===== src/common/bpmPkg.sv =====
package bpmPkg;

    //////////////////////////////////////////////////////////////////////
    // Widths
    localparam int GPIO_WIDTH         = 32;
    localparam int GPIO_INDEX_WIDTH   = 3;
    localparam int ADC_SAMPLE_WIDTH   = 16;
    localparam int ACQ_SAMPLE_WIDTH   = 32;
    localparam int EVR_TRIGGER_WIDTH  = 8;
    localparam int TRIGGER_BUS_WIDTH  = 7;
    localparam int LED_COUNT          = 8;
    localparam int DIP_SWITCH_WIDTH   = 8;

    //////////////////////////////////////////////////////////////////////
    // Types

    // Signed sample as it arrives from the AXI stream
    typedef logic signed [ADC_SAMPLE_WIDTH-1:0] adcSample_t;
    typedef logic [ACQ_SAMPLE_WIDTH-1:0]        acqSample_t;
    typedef logic [GPIO_WIDTH-1:0]              gpioWord_t;

    // Bit 0 soft trigger, bits 6:1 event triggers 7:2
    typedef logic [TRIGGER_BUS_WIDTH-1:0]       triggerBus_t;

    // Bit 0 heartbeat, bit 1 pulse per second
    typedef logic [EVR_TRIGGER_WIDTH-1:0]       evrTriggers_t;
    typedef logic [GPIO_INDEX_WIDTH-1:0]        gpioIndex_t;

    //////////////////////////////////////////////////////////////////////
    // Register map
    localparam gpioIndex_t GPIO_IDX_FIRMWARE_BUILD_DATE = 3'd0;
    localparam gpioIndex_t GPIO_IDX_USER_GPIO_CSR       = 3'd1;
    localparam gpioIndex_t GPIO_IDX_SOFT_TRIGGER        = 3'd2;
    localparam gpioIndex_t GPIO_IDX_INTERLOCK_CSR       = 3'd3;
    localparam gpioIndex_t GPIO_IDX_CLK_SPI_MUX_CSR     = 3'd4;
    localparam gpioIndex_t GPIO_IDX_ADC_RANGE_CSR       = 3'd5;
    localparam int         GPIO_IDX_COUNT               = 6;

    localparam gpioWord_t FIRMWARE_BUILD_DATE = 32'h20240611;

    //////////////////////////////////////////////////////////////////////
    // Acquisition and trigger constants
    localparam int ADC_CHANNEL_COUNT = 2;

    // Top bit of the counter is the stretched pulse
    localparam int SOFT_TRIGGER_COUNTER_WIDTH = 4;

    // Range monitor reset values
    localparam adcSample_t ADC_SAMPLE_MAX = {1'b0, {(ADC_SAMPLE_WIDTH-1){1'b1}}};
    localparam adcSample_t ADC_SAMPLE_MIN = {1'b1, {(ADC_SAMPLE_WIDTH-1){1'b0}}};

endpackage


===== src/acquisition/adcRangeMonitor.sv =====
`timescale 1ns/1ps

module adcRangeMonitor (
    input  logic               sysClk,
    input  logic               reset,
    input  logic               csrStrobe,
    input  bpmPkg::gpioWord_t  gpioOut,
    input  logic               adcValid,
    input  bpmPkg::adcSample_t adcData0,
    input  bpmPkg::adcSample_t adcData1,
    output logic               acqValid,
    output bpmPkg::acqSample_t acqData0,
    output bpmPkg::acqSample_t acqData1,
    output bpmPkg::gpioWord_t  rangeReadout
);

    localparam int CHANNELS = bpmPkg::ADC_CHANNEL_COUNT;

    bpmPkg::adcSample_t sampleIn [CHANNELS];
    bpmPkg::adcSample_t rangeMin [CHANNELS];
    bpmPkg::adcSample_t rangeMax [CHANNELS];
    logic               channelSelect;
    logic               rangeClear;

    // Sign extension to acquisition width
    function automatic bpmPkg::acqSample_t widenSample(input bpmPkg::adcSample_t sample);
        return {{(bpmPkg::ACQ_SAMPLE_WIDTH-bpmPkg::ADC_SAMPLE_WIDTH)
                 {sample[bpmPkg::ADC_SAMPLE_WIDTH-1]}}, sample};
    endfunction

    assign sampleIn[0] = adcData0;
    assign sampleIn[1] = adcData1;

    //////////////////////////////////////////////////////////////////////
    // Widened sample stage, one cycle
    always_ff @(posedge sysClk) begin
        if (reset) begin
            acqValid <= 1'b0;
        end else begin
            acqValid <= adcValid;
        end
    end

    always_ff @(posedge sysClk) begin
        acqData0 <= widenSample(adcData0);
        acqData1 <= widenSample(adcData1);
    end

    //////////////////////////////////////////////////////////////////////
    // Control register
    assign rangeClear = csrStrobe & gpioOut[31];

    always_ff @(posedge sysClk) begin
        if (reset) begin
            channelSelect <= 1'b0;
        end else if (csrStrobe) begin
            channelSelect <= gpioOut[0];
        end
    end

    //////////////////////////////////////////////////////////////////////
    // Running range per channel
    always_ff @(posedge sysClk) begin
        for (int ch = 0; ch < CHANNELS; ch++) begin
            if (reset || rangeClear) begin
                // Sample arriving with a clear is dropped
                rangeMin[ch] <= bpmPkg::ADC_SAMPLE_MAX;
                rangeMax[ch] <= bpmPkg::ADC_SAMPLE_MIN;
            end else if (adcValid) begin
                if (sampleIn[ch] < rangeMin[ch]) begin
                    rangeMin[ch] <= sampleIn[ch];
                end
                if (sampleIn[ch] > rangeMax[ch]) begin
                    rangeMax[ch] <= sampleIn[ch];
                end
            end
        end
    end

    // Max in the upper half, min in the lower
    assign rangeReadout = {rangeMax[channelSelect], rangeMin[channelSelect]};

endmodule


===== src/design/bpmControlTop.sv =====
`timescale 1ns/1ps

module bpmControlTop (
    input  logic                                  sysClk,
    input  logic                                  reset,

    // Processor register bank
    input  bpmPkg::gpioWord_t                     gpioOut,
    input  logic [bpmPkg::GPIO_IDX_COUNT-1:0]     gpioStrobes,
    input  bpmPkg::gpioIndex_t                    gpioReadAddr,
    output bpmPkg::gpioWord_t                     gpioReadData,

    // Event receiver trigger bus
    input  bpmPkg::evrTriggers_t                  evrTriggerBus,

    // Front panel and board controls
    input  logic                                  gpioSwW,
    input  logic                                  gpioSwE,
    input  logic                                  gpioSwN,
    input  logic [bpmPkg::DIP_SWITCH_WIDTH-1:0]   dipSwitch,
    output logic [bpmPkg::LED_COUNT-1:0]          gpioLeds,

    // ADC sample stream
    input  logic                                  adcValid,
    input  bpmPkg::adcSample_t                    adcData0,
    input  bpmPkg::adcSample_t                    adcData1,

    // Acquisition side
    output bpmPkg::triggerBus_t                   eventTriggerStrobes,
    output logic                                  acqValid,
    output bpmPkg::acqSample_t                    acqData0,
    output bpmPkg::acqSample_t                    acqData1,

    // Clock chip SPI routing
    output logic                                  clkSpiMuxSel0,
    output logic                                  clkSpiMuxSel1
);

    logic              softTrigger;
    bpmPkg::gpioWord_t rangeReadout;

    //////////////////////////////////////////////////////////////////////
    // Trigger pipeline
    softTriggerStretch softTriggerStretch (
        .sysClk(sysClk),
        .reset(reset),
        .triggerStrobe(gpioStrobes[bpmPkg::GPIO_IDX_SOFT_TRIGGER]),
        .softTrigger(softTrigger));

    eventTriggerSync eventTriggerSync (
        .sysClk(sysClk),
        .reset(reset),
        .softTrigger(softTrigger),
        .evrTriggerBus(evrTriggerBus),
        .eventTriggerStrobes(eventTriggerStrobes));

    //////////////////////////////////////////////////////////////////////
    // Sample pipeline
    adcRangeMonitor adcRangeMonitor (
        .sysClk(sysClk),
        .reset(reset),
        .csrStrobe(gpioStrobes[bpmPkg::GPIO_IDX_ADC_RANGE_CSR]),
        .gpioOut(gpioOut),
        .adcValid(adcValid),
        .adcData0(adcData0),
        .adcData1(adcData1),
        .acqValid(acqValid),
        .acqData0(acqData0),
        .acqData1(acqData1),
        .rangeReadout(rangeReadout));

    //////////////////////////////////////////////////////////////////////
    // Board registers and readback
    gpioControlRegs gpioControlRegs (
        .sysClk(sysClk),
        .reset(reset),
        .gpioOut(gpioOut),
        .interlockStrobe(gpioStrobes[bpmPkg::GPIO_IDX_INTERLOCK_CSR]),
        .spiMuxStrobe(gpioStrobes[bpmPkg::GPIO_IDX_CLK_SPI_MUX_CSR]),
        .gpioReadAddr(gpioReadAddr),
        .rangeReadout(rangeReadout),
        .evrTriggerBus(evrTriggerBus),
        .gpioSwW(gpioSwW),
        .gpioSwE(gpioSwE),
        .gpioSwN(gpioSwN),
        .dipSwitch(dipSwitch),
        .gpioReadData(gpioReadData),
        .gpioLeds(gpioLeds),
        .clkSpiMuxSel0(clkSpiMuxSel0),
        .clkSpiMuxSel1(clkSpiMuxSel1));

endmodule


===== src/design/gpioControlRegs.sv =====
`timescale 1ns/1ps

module gpioControlRegs (
    input  logic                                  sysClk,
    input  logic                                  reset,
    input  bpmPkg::gpioWord_t                     gpioOut,
    input  logic                                  interlockStrobe,
    input  logic                                  spiMuxStrobe,
    input  bpmPkg::gpioIndex_t                    gpioReadAddr,
    input  bpmPkg::gpioWord_t                     rangeReadout,
    input  bpmPkg::evrTriggers_t                  evrTriggerBus,
    input  logic                                  gpioSwW,
    input  logic                                  gpioSwE,
    input  logic                                  gpioSwN,
    input  logic [bpmPkg::DIP_SWITCH_WIDTH-1:0]   dipSwitch,
    output bpmPkg::gpioWord_t                     gpioReadData,
    output logic [bpmPkg::LED_COUNT-1:0]          gpioLeds,
    output logic                                  clkSpiMuxSel0,
    output logic                                  clkSpiMuxSel1
);

    // Switch order in the synchronizer: {north, east, west}
    logic [2:0]        switchMeta;
    logic [2:0]        switchSync;
    logic              recoveryModeSwitch;
    logic              displayModeSwitch;
    logic              interlockResetButton;

    logic              interlockRelayControl;
    bpmPkg::gpioWord_t spiMuxSel;

    bpmPkg::gpioWord_t userGpioWord;
    bpmPkg::gpioWord_t interlockWord;

    //////////////////////////////////////////////////////////////////////
    // Front panel switches
    always_ff @(posedge sysClk) begin
        if (reset) begin
            switchMeta <= '0;
            switchSync <= '0;
        end else begin
            switchMeta <= {gpioSwN, gpioSwE, gpioSwW};
            switchSync <= switchMeta;
        end
    end

    assign recoveryModeSwitch   = switchSync[0];
    assign displayModeSwitch    = switchSync[1];
    assign interlockResetButton = switchSync[2];

    //////////////////////////////////////////////////////////////////////
    // Interlock relay and clock SPI mux
    always_ff @(posedge sysClk) begin
        if (reset) begin
            interlockRelayControl <= 1'b0;
            spiMuxSel             <= '0;
        end else begin
            if (interlockStrobe) begin
                interlockRelayControl <= gpioOut[0];
            end
            if (spiMuxStrobe) begin
                spiMuxSel <= gpioOut;
            end
        end
    end

    assign clkSpiMuxSel0 = spiMuxSel[0];
    assign clkSpiMuxSel1 = spiMuxSel[1];

    //////////////////////////////////////////////////////////////////////
    // Status words and LEDs
    assign userGpioWord = {recoveryModeSwitch, displayModeSwitch, 6'b0,
                           evrTriggerBus,
                           8'b0,
                           dipSwitch};

    // No relay sense lines on this board so the relay reads closed
    assign interlockWord = {28'b0, 1'b1,
                                   1'b0,
                                   1'b0,
                                   interlockResetButton};

    // LEDs 3:2 were the seconds counter, now dark
    assign gpioLeds = {interlockResetButton,
                       1'b0,
                       1'b1,
                       interlockRelayControl,
                       2'b00,
                       evrTriggerBus[1:0]};

    //////////////////////////////////////////////////////////////////////
    // Readback, one cycle after the address
    always_ff @(posedge sysClk) begin
        case (gpioReadAddr)
            bpmPkg::GPIO_IDX_FIRMWARE_BUILD_DATE: gpioReadData <= bpmPkg::FIRMWARE_BUILD_DATE;
            bpmPkg::GPIO_IDX_USER_GPIO_CSR:       gpioReadData <= userGpioWord;
            bpmPkg::GPIO_IDX_SOFT_TRIGGER:        gpioReadData <= '0;
            bpmPkg::GPIO_IDX_INTERLOCK_CSR:       gpioReadData <= interlockWord;
            bpmPkg::GPIO_IDX_CLK_SPI_MUX_CSR:     gpioReadData <= spiMuxSel;
            bpmPkg::GPIO_IDX_ADC_RANGE_CSR:       gpioReadData <= rangeReadout;
            default:                              gpioReadData <= '0;
        endcase
    end

endmodule


===== src/triggers/eventTriggerSync.sv =====
`timescale 1ns/1ps

module eventTriggerSync (
    input  logic                 sysClk,
    input  logic                 reset,
    input  logic                 softTrigger,
    input  bpmPkg::evrTriggers_t evrTriggerBus,
    output bpmPkg::triggerBus_t  eventTriggerStrobes
);

    bpmPkg::triggerBus_t triggerBus;
    bpmPkg::triggerBus_t triggerMeta;
    bpmPkg::triggerBus_t triggerSync;
    bpmPkg::triggerBus_t triggerDelayed;

    // Heartbeat and PPS stay off the acquisition bus
    assign triggerBus = {evrTriggerBus[bpmPkg::EVR_TRIGGER_WIDTH-1:2], softTrigger};

    //////////////////////////////////////////////////////////////////////
    // Two-flop synchronizer, delay flop, registered rising edges
    always_ff @(posedge sysClk) begin
        if (reset) begin
            triggerMeta         <= '0;
            triggerSync         <= '0;
            triggerDelayed      <= '0;
            eventTriggerStrobes <= '0;
        end else begin
            triggerMeta         <= triggerBus;
            triggerSync         <= triggerMeta;
            triggerDelayed      <= triggerSync;
            eventTriggerStrobes <= triggerSync & ~triggerDelayed;
        end
    end

endmodule


===== src/triggers/softTriggerStretch.sv =====
`timescale 1ns/1ps

module softTriggerStretch (
    input  logic sysClk,
    input  logic reset,
    input  logic triggerStrobe,
    output logic softTrigger
);

    localparam int COUNTER_WIDTH = bpmPkg::SOFT_TRIGGER_COUNTER_WIDTH;

    logic [COUNTER_WIDTH-1:0] stretchCounter;
    logic                     strobeDelayed;

    // Pulse lasts while the top bit is set
    assign softTrigger = stretchCounter[COUNTER_WIDTH-1];

    // Strobe at edge N gives a pulse over cycles N+1 to N+8
    always_ff @(posedge sysClk) begin
        if (reset) begin
            strobeDelayed  <= 1'b0;
            stretchCounter <= '0;
        end else begin
            strobeDelayed <= triggerStrobe;
            if (strobeDelayed) begin
                // A strobe mid-pulse restarts the full width
                stretchCounter <= '1;
            end else if (softTrigger) begin
                stretchCounter <= stretchCounter - 1'b1;
            end
        end
    end

endmodule

===== config.mk =====
export PLATFORM = sky130hd
export DESIGN_NAME = bpmControlTop
export DESIGN_NICKNAME = d
export VERILOG_FILES = /design/src/common/bpmPkg.sv /design/src/acquisition/adcRangeMonitor.sv /design/src/design/bpmControlTop.sv /design/src/design/gpioControlRegs.sv /design/src/triggers/eventTriggerSync.sv /design/src/triggers/softTriggerStretch.sv
export SDC_FILE = /design/constraint.sdc
export NUM_CORES = 1
export LEC_CHECK = 0
export ABC_AREA = 1
export BUFFER_PORTS_ARGS = -buffer_cell sky130_fd_sc_hd__buf_2
export CORE_ASPECT_RATIO = 0.8
export CORE_MARGIN = 4
export CORE_UTILIZATION = 40
export CTS_BUF_LIST = sky130_fd_sc_hd__clkbuf_2 sky130_fd_sc_hd__clkbuf_4 sky130_fd_sc_hd__clkbuf_8
export CTS_CLUSTER_DIAMETER = 200
export DETAILED_ROUTE_END_ITERATION = 6
export MAX_ROUTING_LAYER = met4
export PLACE_DENSITY_LB_ADDON = 0.05
export SKIP_LAST_GASP = 1
export SYNTH_ARGS = -nofsm -noshare
export SYNTH_HDL_FRONTEND = slang
export SYNTH_SLANG_ARGS = --single-unit

===== constraint.sdc =====
create_clock -name sysClk -period 5.35 [get_ports sysClk]
set_input_delay 0.8025 -clock sysClk [delete_from_list [all_inputs] [get_ports sysClk]]
set_output_delay 0.8025 -clock sysClk [all_outputs]
set_load 0.01 [all_outputs]

-- Word-level counts from Yosys, hierarchy flattened
Memory sizes are Yosys's and may differ from the RTL's. A register that Yosys moved wholly into a read port is not among the register bits.
Index checks and enable logic that the tools add are counted.
- flip-flop bits (word level): 138
- logic and storage cells: 66
- bits of input ports: 95
- memories: 2
- RAM bits: 64
- bitwise operators: 7
- $add $sub $neg: 1
- equality and inequality tests: 4
- muxes and demuxes: 29
- reductions and logical operators: 3
- magnitude comparators: 4
- memories (name ; words ; width ; rd ports ; clocked after Yosys merged registers in ; wr ports ; RTL line ; text):
    adcRangeMonitor.rangeMax ; 2 ; 16 ; 3 ; 1 ; 2 ; adcRangeMonitor.sv:21 ; bpmPkg::adcSample_t rangeMax [CHANNELS];
    adcRangeMonitor.rangeMin ; 2 ; 16 ; 3 ; 1 ; 2 ; adcRangeMonitor.sv:20 ; bpmPkg::adcSample_t rangeMin [CHANNELS];
- operators with widths (cell ; number):
    32-bit one-hot mux with 5 select lines ; 1
    16-bit two-way mux ; 4
    16-bit > comparator ; 2
    16-bit less-than comparator ; 2
    1-bit two-way mux ; 22
    4-bit two-way mux ; 2
    7-bit AND ; 1
    7-bit NOT ; 1
    3-bit == test, second input constant ; 2
    1-bit bitwise OR ; 4
    4-bit by 1-bit subtractor with 4-bit output, second input constant ; 1
    3-bit by 1-bit == test with 1-bit output, second input constant ; 1
    3-bit by 2-bit == test with 1-bit output, second input constant ; 1
    3-bit zero test ; 1
    2-bit nonzero test ; 1
    1-bit AND ; 1
    1-bit logical OR ; 1

-- Logic depth before layout (Yosys ltp)
An unclocked memory read counts as a cell.
- word-level depth: 7
- mapped depth: 15
- gate-level depth less buffers: 14

-- Cells and area by module
A second synthesis with hierarchy kept.
- cells, all modules: 1062
- area, all modules: 9071.2 um2
- modules (own cells, without submodules) (module ; cells each ; instances ; seq. area each (um2) ; area an instance (um2)):
    adcRangeMonitor ; 604 ; 1 ; 2622.5 ; 5432.7
    gpioControlRegs ; 344 ; 1 ; 1421.4 ; 2655.0
    eventTriggerSync ; 79 ; 1 ; 560.5 ; 759.5
    softTriggerStretch ; 35 ; 1 ; 100.1 ; 224.0

-- Worst setup path before layout
No wires, ideal clock.
- path kind: in2reg
- from: input adcData0[5]
- to: memory adcRangeMonitor.rangeMin[0][0] in the netlist's numbering, enable pin
- stages on the path: 10
- buffers on the path: 0
- library setup time: 0.411 ns
- slack: 2.056 ns
- arrival time: 2.882 ns
- path through: ha_1 -> a21oi_1 -> nor2_1 -> nor3_1 -> nand2_1 -> nand2_1 -> nand2_1 -> nand2_1 -> inv_2 -> o21ai_0
- RTL lines (element ; RTL line ; text):
    from (decl) ; bpmControlTop.sv:25 ; input bpmPkg::adcSample_t adcData0,
    to (decl) ; adcRangeMonitor.sv:20 ;

==> run metrics <==
status finished, final reports clean; overall die width 175 um; Yosys top cell by area dfxtp_1; TritonRoute pass-1 iters 6; Critical Path Start adcRangeMonitor.rangeMin[1][5]; die area 24900 sq um; Clock Pin Slew Worst Setup and Hold Paths 60 ps; Slew headroom 0.333; Peak VDD IR 0.196 mV; HP Class flip-flop to flip-flop; Final Hold Viols 0; Lkg Pwr 5.34 nW; initial antenna violation count 0; total wire length 24.6 mm; most common cell type on the critical path nand2_1; Clock Latency Late Sink 520 ps; Reg2Reg Depth 11; die height 142 um; Syn Inst Count 1013; Critical-path top delay cell o21ai_2; GR Util All Layers 0.202; cts hold-fix bufs 0; CTS Buffer Depth 3; PwrDens 347 nW/um^2; share of layout cells above drive strength 1 0.250; r2r setup slk 2720 ps; Detail Placement HPWL 17.9 mm; first-pass GRT wire length 37.8 mm; peak per-stage delay on the critical path 740 ps; Ys Warns 0; most frequent cell after synthesis inv_1; Cell Area, Synth 8970 sq um; clock sinks 203; Final ANT Viol Nets 0; largest cells by area after synthesis dfxtp_1 (31%), edfxtp_1 (21%), ha_1 (8.8%), inv_1 (6.5%), nand2_1 (6.1%); Starting Density 0.411; core area 21800 sq um; CP endpoint kind flip-flop; Nets 1344; vias in the first global route 6659; pins over their slew limit 0; Max Freq 380 MHz; FF+latch count, synth 203; Post-synth ARST share 0; Max Cap Viol 0; diode count 0; crit-path cells inv_1 > ha_1 > a21oi_1 > nor2_1 > nor3_1 > nand2_1 > nand2_1 > nand2_1 > nand2_1 > inv_2 > o21ai_2; Worst Skew 19.3 ps; kind of critical path flip-flop to flip-flop; I/O Pins 209; main flop type after synthesis dfxtp_1; CTS Buf Count 35; vias 6970; Yosys top cell area share 0.310; Yosys cell types 33; CP Max Fanout 16; ratio of final minimum period to clock period 0.492; startpoint types flip-flop; global route total overflow 0; R2R Path Start adcRangeMonitor.rangeMin[1][5]; EDFF count, synth 64; Avg Cell Area, Syn 8.85 sq um; critical path endpoint adcRangeMonitor.rangeMin[1][5]; Worst Tran Pin Value 997 ps; terminus of the critical flop-to-flop path adcRangeMonitor.rangeMin[1][5]; Final Total Pwr 0.00372 W; 1st-iter DRT viols 457; Avg WL per Cell 16.3 um; largest net degree at the start of global routing 64; RePlAce Congestion 0.843; Worst Path Required 5490 ps; Root Buffer Master clkbuf_8; RSZ-0062 raised after global routing no; CTS tree built; worst path arrival time 2770 ps; endpoints failing setup 0; Resize count post-CTS 0; Commonest cells post-synth inv_1 (156), nand2_1 (145), dfxtp_1 (139); Port Buffers 202; postcts setup bufs 0; Site Rows 48; Remaining DRCs 0; setup TNS 0 ps; crit path time final 2630 ps; post-synthesis sequential area ratio 0.525; CTS H-tree lvls 2; Synth-to-Final Area Change 19.5%; vias per cell 4.61
==> cell families after synthesis <==
family / synth area share
AO/OA/AOI/OAI: 0.0903
AND/OR/NAND/NOR: 0.175
flip-flops: 0.525
other: 0.000837
buffers and inverters: 0.121
multiplexers: 0.00126
adder cells (fa/ha/maj): 0.0879
==> through the flow <==
step | util | instances | setup WS, ps | hold slack (ps) | cell area [sq um]
final | 0.492 | 1512 | 2720 | 384 | 10700
after global routing | 0.492 | 1512 | 2500 | 396 | 10700
after global placement | 0.457 | 1449 | 2220 | 378 | 9960
after floorplan | - | 1015 | 2060 | 373 | 8980
after CTS | 0.492 | 1512 | 2690 | 384 | 10700
after detailed placement | 0.457 | 1449 | 2200 | 379 | 9960
==> power breakdown <==
part | total [W] | internal, W | leakage [nW] | switching (W)
Combinational | 0.000464 | 0.000160 | 3.18 | 0.000304
Sequential | 0.00173 | 0.00169 | 1.76 | 0.0000408
Clock | 0.00152 | 0.000870 | 0.396 | 0.000649
==> flip-flops by register name (all words and copies together) (netlist names), 3 cells and up, named ones only <==
register,flops
adcRangeMonitor.acqData0,16
adcRangeMonitor.rangeMin,32
eventTriggerSync.eventTriggerStrobes,7
eventTriggerSync.triggerSync,7
adcRangeMonitor.acqData1,16
eventTriggerSync.triggerMeta,7
gpioControlRegs.spiMuxSel,32
gpioControlRegs.gpioReadData,32
gpioControlRegs.switchSync,3
softTriggerStretch.stretchCounter,4
adcRangeMonitor.rangeMax,32
eventTriggerSync.triggerDelayed,7
gpioControlRegs.switchMeta,3
==> worst max-delay path, delay by kind of cell, from the launching register on <==
family	cells	cell delay (ps)
compound gates	2	900
flops	1	450
fa+ha+maj	1	230
buf+inv	2	140
simple gates	6	520
==> cell usage in the layout, fill, tap and decap left out <==
| cell | netlist | final |
|---|---|---|
| a22o_1 | 11 | 11 |
| a22oi_1 | 1 | 1 |
| dfxtp_1 | 139 | 138 |
| inv_2 | 6 | 6 |
| o21ai_0 | 75 | 73 |
| clkinvlp_4 | 0 | 3 |
| edfxtp_1 | 64 | 64 |
| conb_1 | 2 | 4 |
| bufinv_16 | 0 | 2 |
| o21bai_1 | 2 | 2 |
| o21ai_2 | 0 | 2 |
| a21oi_4 | 1 | 1 |
| a31oi_1 | 3 | 3 |
| clkinv_2 | 0 | 7 |
| nand2_1 | 145 | 145 |
| nor2_1 | 131 | 131 |
| nor2_4 | 2 | 2 |
| mux2_2 | 1 | 1 |
| ha_1 | 63 | 63 |
| nor2_2 | 12 | 12 |
| clkinv_1 | 1 | 2 |
| nand3_4 | 2 | 2 |
| nor3_4 | 0 | 1 |
| nand2_2 | 2 | 2 |
| nand3_1 | 50 | 50 |
| dfxtp_2 | 0 | 1 |
| nand3_2 | 2 | 2 |
| o21ai_1 | 1 | 1 |
| buf_4 | 40 | 7 |
| nor3_1 | 11 | 11 |
| a21oi_1 | 28 | 28 |
| buf_2 | 6 | 202 |
| clkbuf_4 | 0 | 8 |
| o211ai_1 | 16 | 16 |
| inv_1 | 156 | 156 |
| nand4_1 | 8 | 8 |
| o21a_1 | 2 | 2 |
| clkbuf_8 | 0 | 42 |
==> how the worst min path moves through the flow <==
stage | start | end | slack (ps) | cells after the start
finish | eventTriggerSync.triggerDelayed[6] | eventTriggerSync.eventTriggerStrobes[6] | 380 | 1
global route | adcData0[0] | adcRangeMonitor.acqData0[0] | 400 | 1
CTS | eventTriggerSync.triggerDelayed[6] | eventTriggerSync.eventTriggerStrobes[6] | 380 | 1
detailed placement | eventTriggerSync.triggerDelayed[6] | eventTriggerSync.eventTriggerStrobes[6] | 380 | 1
global placement | eventTriggerSync.triggerDelayed[5] | eventTriggerSync.eventTriggerStrobes[5] | 380 | 1
floorplan | eventTriggerSync.triggerDelayed[6] | eventTriggerSync.eventTriggerStrobes[6] | 370 | 1
==> layout make-up <==
cell class                 count  area (sq um)
clock buffer                  50           638
clock inverter                13           121
fill                        2207         11100
inverter                     163           612
multi-input combinational    574          3200
sequential                   203          4710
tap                          300           375
timing repair buffer         209          1060
==> per-layer routing <==
metal,up-vias,wire length (um),GRT usage
met5,-,0,-
met4,0,391,0.0505
met3,32,1240,0.0337
met2,192,10600,0.298
met1,3184,12300,0.291
li1,3562,-,-
No activity file was read; power rests on OpenSTA's default activity.
